<file path="config.mk">
export PLATFORM = sky130hd
export DESIGN_NAME = icache_ctrl_flat
export DESIGN_NICKNAME = d
export VERILOG_FILES = /design/src/design/icache_pkg.sv /design/src/design/icache_array_if.sv /design/src/design/icache_ctrl.sv /design/src/flat_wrapper.sv
export SDC_FILE = /design/constraint.sdc
export NUM_CORES = 1
export LEC_CHECK = 0
export ABC_AREA = 1
export ABC_CLOCK_PERIOD_IN_PS = 7400
export BUFFER_PORTS_ARGS = -buffer_cell sky130_fd_sc_hd__buf_2
export CAP_MARGIN = 20
export CORE_AREA = 2 2 276 278
export DETAILED_ROUTE_END_ITERATION = 12
export DIE_AREA = 0 0 278 280
export GPL_ROUTABILITY_DRIVEN = 0
export HOLD_SLACK_MARGIN = 0.02
export PLACE_DENSITY = 0.38
export SYNTH_ARGS = -nofsm -noshare
export SYNTH_HDL_FRONTEND = slang
export SYNTH_SLANG_ARGS = --single-unit
</file>
<file path="constraint.sdc">
create_clock -name clk -period 7.4 [get_ports clk]
set_input_delay 2.22 -clock clk [delete_from_list [all_inputs] [get_ports clk]]
set_output_delay 2.22 -clock clk [all_outputs]
set_load 0.01 [all_outputs]
</file>
<file path="src/design/icache_pkg.sv">
/*
 * icache package
 * widths and payload types shared by the two-way instruction cache,
 * its controller, its storage array and the array interface
 */

package icache_pkg;

    ////////////////////////////////////////
    // widths
    ////////////////////////////////////////

    localparam int addr_w     = 30;   // fetch word address
    localparam int word_w     = 32;   // one instruction
    localparam int line_words = 4;    // words per line
    localparam int thread_w   = 2;    // hardware thread id

    ////////////////////////////////////////
    // types
    ////////////////////////////////////////

    // word address: offset in the low bits, then index, then tag
    typedef logic [addr_w-1:0] addr_t;

    typedef logic [word_w-1:0] word_t;

    // word 0 sits in bits 31:0
    typedef logic [line_words-1:0][word_w-1:0] line_t;

    typedef logic [thread_w-1:0] thread_t;

    typedef logic way_t;              // way0 / way1

endpackage

</file>
<file path="src/design/icache_array_if.sv">
/*
 * icache array interface
 * read, write and LRU touch signals between the cache controller
 * and the tag/data storage of both ways
 */

interface icache_array_if #(
    parameter int num_sets = 256
);

    localparam int off_w   = $clog2(icache_pkg::line_words);
    localparam int index_w = $clog2(num_sets);
    localparam int tag_w   = icache_pkg::addr_w - off_w - index_w;

    logic                       rd_en;        // synchronous read, data next cycle
    logic [index_w-1:0]         rd_index;

    logic                       wr_en;        // line fill
    logic [index_w-1:0]         wr_index;
    icache_pkg::way_t           wr_way;
    logic [tag_w-1:0]           wr_tag;
    icache_pkg::thread_t        wr_thread;
    icache_pkg::line_t          wr_line;

    logic                       touch_en;     // lru update
    logic [index_w-1:0]         touch_index;
    icache_pkg::way_t           touch_way;

    logic [1:0]                 rd_valid;     // per way, set of last read
    logic [1:0][tag_w-1:0]      rd_tag;
    icache_pkg::thread_t [1:0]  rd_thread;
    icache_pkg::line_t [1:0]    rd_line;
    icache_pkg::way_t           rd_lru;       // way to replace next

    modport ctrl_mp (
        output rd_en, rd_index,
        output wr_en, wr_index, wr_way, wr_tag, wr_thread, wr_line,
        output touch_en, touch_index, touch_way,
        input  rd_valid, rd_tag, rd_thread, rd_line, rd_lru
    );

    modport array_mp (
        input  rd_en, rd_index,
        input  wr_en, wr_index, wr_way, wr_tag, wr_thread, wr_line,
        input  touch_en, touch_index, touch_way,
        output rd_valid, rd_tag, rd_thread, rd_line, rd_lru
    );

endinterface

</file>
<file path="src/design/icache_ctrl.sv">
/*
 * icache controller
 * idle / lookup / refill FSM for one fetch at a time: thread tagged hit
 * check over both ways, victim choice, one L2 line request per miss and
 * word select for the fetch response
 */

module icache_ctrl #(
    parameter int num_sets = 256
) (
    input  logic                 clk,
    input  logic                 arst_n,
    // fetch side
    input  logic                 req,
    input  icache_pkg::addr_t    req_addr,
    input  icache_pkg::thread_t  req_thread,
    output logic                 busy,
    output logic                 rsp_valid,
    output icache_pkg::word_t    rsp_word,
    // l2 side
    output logic                 l2_req,
    output icache_pkg::addr_t    l2_req_addr,
    output icache_pkg::thread_t  l2_req_thread,
    input  logic                 l2_rdy,
    input  icache_pkg::line_t    l2_line,
    input  icache_pkg::thread_t  l2_thread,
    // storage array
    icache_array_if.ctrl_mp      arr
);

    localparam int off_w   = $clog2(icache_pkg::line_words);
    localparam int index_w = $clog2(num_sets);
    localparam int tag_w   = icache_pkg::addr_w - off_w - index_w;

    typedef enum logic [1:0] {
        st_idle,
        st_lookup,
        st_refill
    } state_t;

    state_t               state_q;
    state_t               state_d;

    icache_pkg::addr_t    addr_q;          // fetch in progress
    icache_pkg::thread_t  thread_q;
    icache_pkg::way_t     victim_q;
    icache_pkg::way_t     victim_d;
    logic                 rsp_q;           // refill response pending
    icache_pkg::word_t    rsp_word_q;

    logic [off_w-1:0]     offset_q;
    logic [index_w-1:0]   index_q;
    logic [tag_w-1:0]     tag_q;

    logic [1:0]           hit_way;
    icache_pkg::way_t     hit_idx;
    logic                 hit;
    logic                 miss;
    logic                 fill;
    logic                 accept;

    assign offset_q = addr_q[off_w-1:0];
    assign index_q  = addr_q[off_w +: index_w];
    assign tag_q    = addr_q[icache_pkg::addr_w-1 -: tag_w];

    ////////////////////////////////////////
    // hit detection and victim choice
    ////////////////////////////////////////

    always_comb begin
        for (int w = 0; w < 2; w++) begin
            hit_way[w] = arr.rd_valid[w]
                      && (arr.rd_tag[w] == tag_q)
                      && (arr.rd_thread[w] == thread_q);   // same line, other thread misses
        end
    end

    assign hit_idx = icache_pkg::way_t'(hit_way[1]);
    assign hit     = (state_q == st_lookup) && (|hit_way);
    assign miss    = (state_q == st_lookup) && !(|hit_way);
    assign fill    = (state_q == st_refill) && l2_rdy && (l2_thread == thread_q);

    // empty way0, then empty way1, then lru
    always_comb begin
        if (!arr.rd_valid[0]) begin
            victim_d = 1'b0;
        end else if (!arr.rd_valid[1]) begin
            victim_d = 1'b1;
        end else begin
            victim_d = arr.rd_lru;
        end
    end

    ////////////////////////////////////////
    // fetch and l2 ports
    ////////////////////////////////////////

    assign busy      = miss || (state_q == st_refill);
    assign accept    = req && !busy;
    assign rsp_valid = hit || rsp_q;
    assign rsp_word  = hit ? arr.rd_line[hit_idx][offset_q] : rsp_word_q;

    assign l2_req        = miss;
    assign l2_req_addr   = {addr_q[icache_pkg::addr_w-1:off_w], {off_w{1'b0}}};   // offset cleared
    assign l2_req_thread = thread_q;

    ////////////////////////////////////////
    // array access
    ////////////////////////////////////////

    assign arr.rd_en    = accept;
    assign arr.rd_index = req_addr[off_w +: index_w];

    assign arr.wr_en     = fill;
    assign arr.wr_index  = index_q;
    assign arr.wr_way    = victim_q;
    assign arr.wr_tag    = tag_q;
    assign arr.wr_thread = thread_q;
    assign arr.wr_line   = l2_line;

    assign arr.touch_en    = hit || fill;
    assign arr.touch_index = index_q;
    assign arr.touch_way   = hit ? hit_idx : victim_q;

    ////////////////////////////////////////
    // fsm
    ////////////////////////////////////////

    always_comb begin
        state_d = state_q;
        case (state_q)
            st_idle: begin
                if (accept) begin
                    state_d = st_lookup;
                end
            end
            st_lookup: begin
                if (miss) begin
                    state_d = st_refill;
                end else if (accept) begin
                    state_d = st_lookup;   // back to back hit
                end else begin
                    state_d = st_idle;
                end
            end
            st_refill: begin
                if (fill) begin
                    state_d = st_idle;     // response goes out from rsp_q
                end
            end
            default: begin
                state_d = st_idle;
            end
        endcase
    end

    always_ff @(posedge clk or negedge arst_n) begin
        if (!arst_n) begin
            state_q <= st_idle;
            rsp_q   <= 1'b0;
        end else begin
            state_q <= state_d;
            rsp_q   <= fill;
        end
    end

    always_ff @(posedge clk) begin
        if (accept) begin
            addr_q   <= req_addr;
            thread_q <= req_thread;
        end
        if (miss) begin
            victim_q <= victim_d;
        end
        if (fill) begin
            rsp_word_q <= l2_line[offset_q];
        end
    end

    ////////////////////////////////////////
    // checks
    ////////////////////////////////////////

    a_no_req_busy: assert property (
        @(posedge clk) disable iff (!arst_n)
        req |-> !busy
    ) else $error("icache_ctrl: fetch request while busy");

    a_rsp_l2_excl: assert property (
        @(posedge clk) disable iff (!arst_n)
        !(rsp_valid && l2_req)
    ) else $error("icache_ctrl: response and L2 request in one cycle");

    // both ways holding the same line means a fill went to the wrong way
    a_single_hit: assert property (
        @(posedge clk) disable iff (!arst_n)
        (state_q == st_lookup) |-> !(&hit_way)
    ) else $error("icache_ctrl: set %0d hits in both ways", index_q);

endmodule

</file>
<file path="src/flat_wrapper.sv">
// flat-port wrapper written by rule: the top's interface ports become plain ports
module icache_ctrl_flat 
#(
    parameter int num_sets = 256
)
  (clk, arst_n, req, req_addr, req_thread, busy, rsp_valid, rsp_word, l2_req, l2_req_addr, l2_req_thread, l2_rdy, l2_line, l2_thread, arr_rd_en, arr_rd_index, arr_wr_en, arr_wr_index, arr_wr_way, arr_wr_tag, arr_wr_thread, arr_wr_line, arr_touch_en, arr_touch_index, arr_touch_way, arr_rd_valid, arr_rd_tag, arr_rd_thread, arr_rd_line, arr_rd_lru);
  icache_array_if #(.num_sets(num_sets)) arr_i ();
  input  logic clk;
  input  logic arst_n;
  input  logic req;
  input  icache_pkg::addr_t req_addr;
  input  icache_pkg::thread_t req_thread;
  output logic busy;
  output logic rsp_valid;
  output icache_pkg::word_t rsp_word;
  output logic l2_req;
  output icache_pkg::addr_t l2_req_addr;
  output icache_pkg::thread_t l2_req_thread;
  input  logic l2_rdy;
  input  icache_pkg::line_t l2_line;
  input  icache_pkg::thread_t l2_thread;
  output wire logic [$bits(arr_i.rd_en)-1:0] arr_rd_en;
  output wire logic [$bits(arr_i.rd_index)-1:0] arr_rd_index;
  output wire logic [$bits(arr_i.wr_en)-1:0] arr_wr_en;
  output wire logic [$bits(arr_i.wr_index)-1:0] arr_wr_index;
  output wire logic [$bits(arr_i.wr_way)-1:0] arr_wr_way;
  output wire logic [$bits(arr_i.wr_tag)-1:0] arr_wr_tag;
  output wire logic [$bits(arr_i.wr_thread)-1:0] arr_wr_thread;
  output wire logic [$bits(arr_i.wr_line)-1:0] arr_wr_line;
  output wire logic [$bits(arr_i.touch_en)-1:0] arr_touch_en;
  output wire logic [$bits(arr_i.touch_index)-1:0] arr_touch_index;
  output wire logic [$bits(arr_i.touch_way)-1:0] arr_touch_way;
  input wire logic [$bits(arr_i.rd_valid)-1:0] arr_rd_valid;
  input wire logic [$bits(arr_i.rd_tag)-1:0] arr_rd_tag;
  input wire logic [$bits(arr_i.rd_thread)-1:0] arr_rd_thread;
  input wire logic [$bits(arr_i.rd_line)-1:0] arr_rd_line;
  input wire logic [$bits(arr_i.rd_lru)-1:0] arr_rd_lru;
  assign arr_rd_en = arr_i.rd_en;
  assign arr_rd_index = arr_i.rd_index;
  assign arr_wr_en = arr_i.wr_en;
  assign arr_wr_index = arr_i.wr_index;
  assign arr_wr_way = arr_i.wr_way;
  assign arr_wr_tag = arr_i.wr_tag;
  assign arr_wr_thread = arr_i.wr_thread;
  assign arr_wr_line = arr_i.wr_line;
  assign arr_touch_en = arr_i.touch_en;
  assign arr_touch_index = arr_i.touch_index;
  assign arr_touch_way = arr_i.touch_way;
  assign arr_i.rd_valid = arr_rd_valid;
  assign arr_i.rd_tag = arr_rd_tag;
  assign arr_i.rd_thread = arr_rd_thread;
  assign arr_i.rd_line = arr_rd_line;
  assign arr_i.rd_lru = arr_rd_lru;
  icache_ctrl #(.num_sets(num_sets)) u_core (.clk(clk), .arst_n(arst_n), .req(req), .req_addr(req_addr), .req_thread(req_thread), .busy(busy), .rsp_valid(rsp_valid), .rsp_word(rsp_word), .l2_req(l2_req), .l2_req_addr(l2_req_addr), .l2_req_thread(l2_req_thread), .l2_rdy(l2_rdy), .l2_line(l2_line), .l2_thread(l2_thread), .arr(arr_i));
endmodule
</file>
==> metrics.log <==
INFO  metric synth_adder_area_share = 0
INFO  metric post-place-ws = 0.509 ns
INFO  metric cts_num_sinks = approximately 70
INFO  metric antenna_found_initial = 27
INFO  metric dr_wl_met3 = around 4100 microns
INFO  metric layout.nets = between 2k and 3k
INFO  metric setup_repair_after_global_routing_missed_its_margin = false
INFO  metric core_util_final = 0.173
INFO  metric synthMostInstantiatedCell = sky130_fd_sc_hd__inv_1
INFO  metric detail_route.wl_per_cell = between 20 and 25 microns
INFO  metric whs_path_depth = 3
INFO  metric fmax = between 0.1 and 0.15 GHz
INFO  metric postSynthRegisterBits = between 60 and 70
INFO  metric numCtsBuffers = 9
INFO  metric synth_sequential_area_ratio = 0.211
INFO  metric core = around 75000 sq um
INFO  metric largest_family_of_logic_cells_by_synthesized_area = simple AND/OR/NAND/NOR gates
INFO  metric number_of_global_route_vias_before_repair = roughly 11k
INFO  metric timing_hold_violations_final = 0
INFO  metric synth.cell_area = ~9600 sq um
INFO  metric vdd_ir_drop_max = ~0.00010 V
INFO  metric post-route-period-util = 0.932
INFO  metric starting_utilization_of_the_core_area = 0.128
INFO  metric dp.final_hpwl = roughly 50000 microns
INFO  metric dr.first_iter.drc_count = 929
INFO  metric cp_max_fo = 50
INFO  metric grt_remaining_overflow = 0
INFO  metric synth_async_sr_flop_share = 0.0441
INFO  metric max-cap-violations = 0
INFO  metric wirelength = roughly 62000 microns
INFO  metric postCtsResizedCells = 0
INFO  metric h-tree-depth = 3
INFO  metric proportion_of_layout_cells_with_a_drive_suffix_above_1 = 0.376
INFO  metric timing.max_slew.rel_slack = 0.536
INFO  metric die-area = between 70000 and 80000 sq um
INFO  metric grt_start_max_net_pins = 90
INFO  metric layout-area-overhead-vs-synth = 35.9%
INFO  metric yosys_warnings = 0
INFO  metric boundaryPins = between 700 and 800
INFO  metric xor_xnor_share_of_the_synthesized_area = 0.00821
INFO  metric dpl_cell_area = roughly 13000 sq um
INFO  metric synth_cell_type_count = 28
INFO  metric io_buffers = 712
INFO  metric compound_gate_portion_of_the_synthesized_area = 0.0638
INFO  metric top_metal_layer_carrying_routed_signals = met5
INFO  metric outcome = finished, final reports clean
INFO  metric floorplan.die.height = around 280 microns
INFO  metric routed-via-count = around 12k
INFO  metric fin_skew = about 0.017 ns
INFO  metric synthFlopType = sky130_fd_sc_hd__edfxtp_1
INFO  metric synth_top_cells_by_count = 311 x sky130_fd_sc_hd__inv_1, 298 x sky130_fd_sc_hd__nand2_1, 232 x sky130_fd_sc_hd__nand3_1
INFO  metric post-route-drc-count = 0
INFO  metric met1Wirelength = between 20000 and 30000 microns
INFO  metric antenna_left = 0
INFO  metric drt_first_pass_iters = 6
INFO  metric final.min_clock_period = roughly 6.9 ns
INFO  metric cts_post_setup_buffers_inserted = 0
INFO  metric power_density = 162 nW/um^2
INFO  metric min_path_type = register to register
INFO  metric critPathCaptureType = output port
INFO  metric synth_top_area_frac = 0.203
INFO  metric synth_enable_flop_cells = 65
INFO  metric post-synth-top-area-cell = sky130_fd_sc_hd__edfxtp_1
INFO  metric grt.total_usage = 0.150
INFO  metric row_count = between 100 and 150
INFO  metric power_leakage = around 7.3 nW
INFO  metric post_drt_via_cell_ratio = approximately 4
INFO  metric cts_hold_buffers = 0
INFO  metric critical_path_type = primary input to output port
INFO  metric die_w = roughly 280 microns
INFO  metric clock_tree.buffer_depth = 2
INFO  metric cp.arrival = approximately 4.7 ns
INFO  metric post_synth_inst_count = ~1.6k
INFO  metric cts_root_buffer = sky130_fd_sc_hd__clkbuf_16
INFO  metric synth_mux_area_frac = 0
INFO  metric fin_area = about 13000 sq um
INFO  metric fin_setup_tns = 0 ns
INFO  metric finalMaxSlewViolations = 0
INFO  metric synth.top_cells.by_area = sky130_fd_sc_hd__edfxtp_1 20%, sky130_fd_sc_hd__buf_4 16%, sky130_fd_sc_hd__inv_1 12%, sky130_fd_sc_hd__nand3_1 12%, sky130_fd_sc_hd__nand2_1 12%
INFO  metric cp_data_required_time = ~5.2 ns
INFO  metric finalPower = about 2.1 mW
INFO  metric synth_simple_gate_area_frac = 0.382
INFO  metric synth_area_per_cell = roughly 6.0 sq um
INFO  metric sum_of_met2_wire_segment_lengths_after_detailed_routing = about 28000 microns
INFO  metric cts.clk_slew.worst_paths = 0.06 ns
INFO  metric setup_viol = 0
INFO  metric worstRegToRegCells = 10
INFO  metric critPathLaunchType = primary input
INFO  metric cts_tree = yes
INFO  metric grt_pass1_wl = between 80000 and 90000 microns
INFO  metric max_slew.worst_pin.slew = around 0.70 ns
INFO  metric insertion_delay = between 0.3 and 0.4 ns
INFO  metric setup_slack = approximately 0.51 ns
-- path summary, 6_finish.rpt --
check / from / to / slack, ns
worst max-delay path: arr_rd_tag[22] / rsp_word[20] / 0.51
worst min-delay path: u_core.state_q[1] / u_core.state_q[0] / 0.55
worst max register to register: u_core.arr.wr_thread[1] / u_core.addr_q[0] / 4.44
worst min register to register: u_core.state_q[1] / u_core.state_q[0] / 0.55
max in group asynchronous: arst_n / u_core.state_q[1] / 5.65
min in group asynchronous: arst_n / u_core.rsp_q / 1.64
-- cells by family after synthesis --
| logic type | Yosys count |
|---|---|
| simple gates | 792 |
| buf+inv | 626 |
| compound gates | 110 |
| flops | 68 |
| xor+xnor | 9 |
| other cells | 1 |
-- cell usage in the layout (no fill, tap or decap), drive strengths merged, types with 3 or more instances in the layout --
| cell type | Yosys | layout |
|---|---|---|
| nor2 | 101 | 101 |
| nand2 | 298 | 298 |
| nor3 | 5 | 5 |
| or2 | 8 | 8 |
| inv | 319 | 319 |
| o22ai | 36 | 36 |
| nor4 | 3 | 3 |
| clkbuf | 41 | 10 |
| xnor2 | 5 | 5 |
| dfrtp | 3 | 3 |
| xor2 | 4 | 4 |
| buf | 266 | 733 |
| nand4 | 142 | 142 |
| o21ai | 71 | 71 |
| nand3 | 233 | 233 |
| edfxtp | 65 | 65 |
| diode | 0 | 17 |
-- flip-flops by register name, summed over array words and instances (netlist names) --
name,cells
u_core.rsp_q,1
u_core.rsp_word_q,32
u_core.addr_q,30
u_core.arr.wr_thread,2
u_core.state_q,2
u_core.arr.wr_way,1
-- critical path, cell delays in order --
cell	delay (ns)
sky130_fd_sc_hd__buf_2	0.09
sky130_fd_sc_hd__inv_1	0.03
sky130_fd_sc_hd__nand2_1	0.04
sky130_fd_sc_hd__nand2_1	0.13
sky130_fd_sc_hd__nor2_1	0.14
sky130_fd_sc_hd__nand2_1	0.12
sky130_fd_sc_hd__nor2_4	0.22
sky130_fd_sc_hd__buf_4	0.51
sky130_fd_sc_hd__nand4_1	0.16
sky130_fd_sc_hd__nand3_1	0.11
sky130_fd_sc_hd__nand3_1	0.28
sky130_fd_sc_hd__nand3_1	0.32
sky130_fd_sc_hd__nand2_1	0.08
sky130_fd_sc_hd__buf_2	0.15
-- cell type report --
| class | count | area, sq um |
|---|---|---|
| Antenna cell | 17 | 42.5 |
| Clock buffer | 10 | 229 |
| Clock inverter | 6 | 87.6 |
| Fill cell | 8880 | 62100 |
| Inverter | 319 | 1200 |
| Multi-Input combinational cell | 913 | 4400 |
| Sequential cell | 68 | 2030 |
| Tap cell | 978 | 1220 |
| Timing Repair Buffer | 733 | 3830 |
-- metrics by stage --
step / hold WS (ns) / std cells
detailed placement: 0.549 / 3011
finish: 0.552 / 3044
global placement: 0.554 / 3011
floorplan: 0.510 / 1607
CTS: 0.560 / 3027
global route: 0.611 / 3039
-- per-layer routing --
metal,vias to the layer above,GRT usage
li1,5868,-
met1,5535,0.210
met2,525,0.228
met3,49,0.0355
met4,8,0.0396
met5,-,0
-- power breakdown --
part,switching (mW),internal [mW]
combinational,0.687,0.360
sequential,0.0644,0.509
clock,0.198,0.296
total,0.949,1.16
Note: power is estimated with default switching activity, not from simulation.
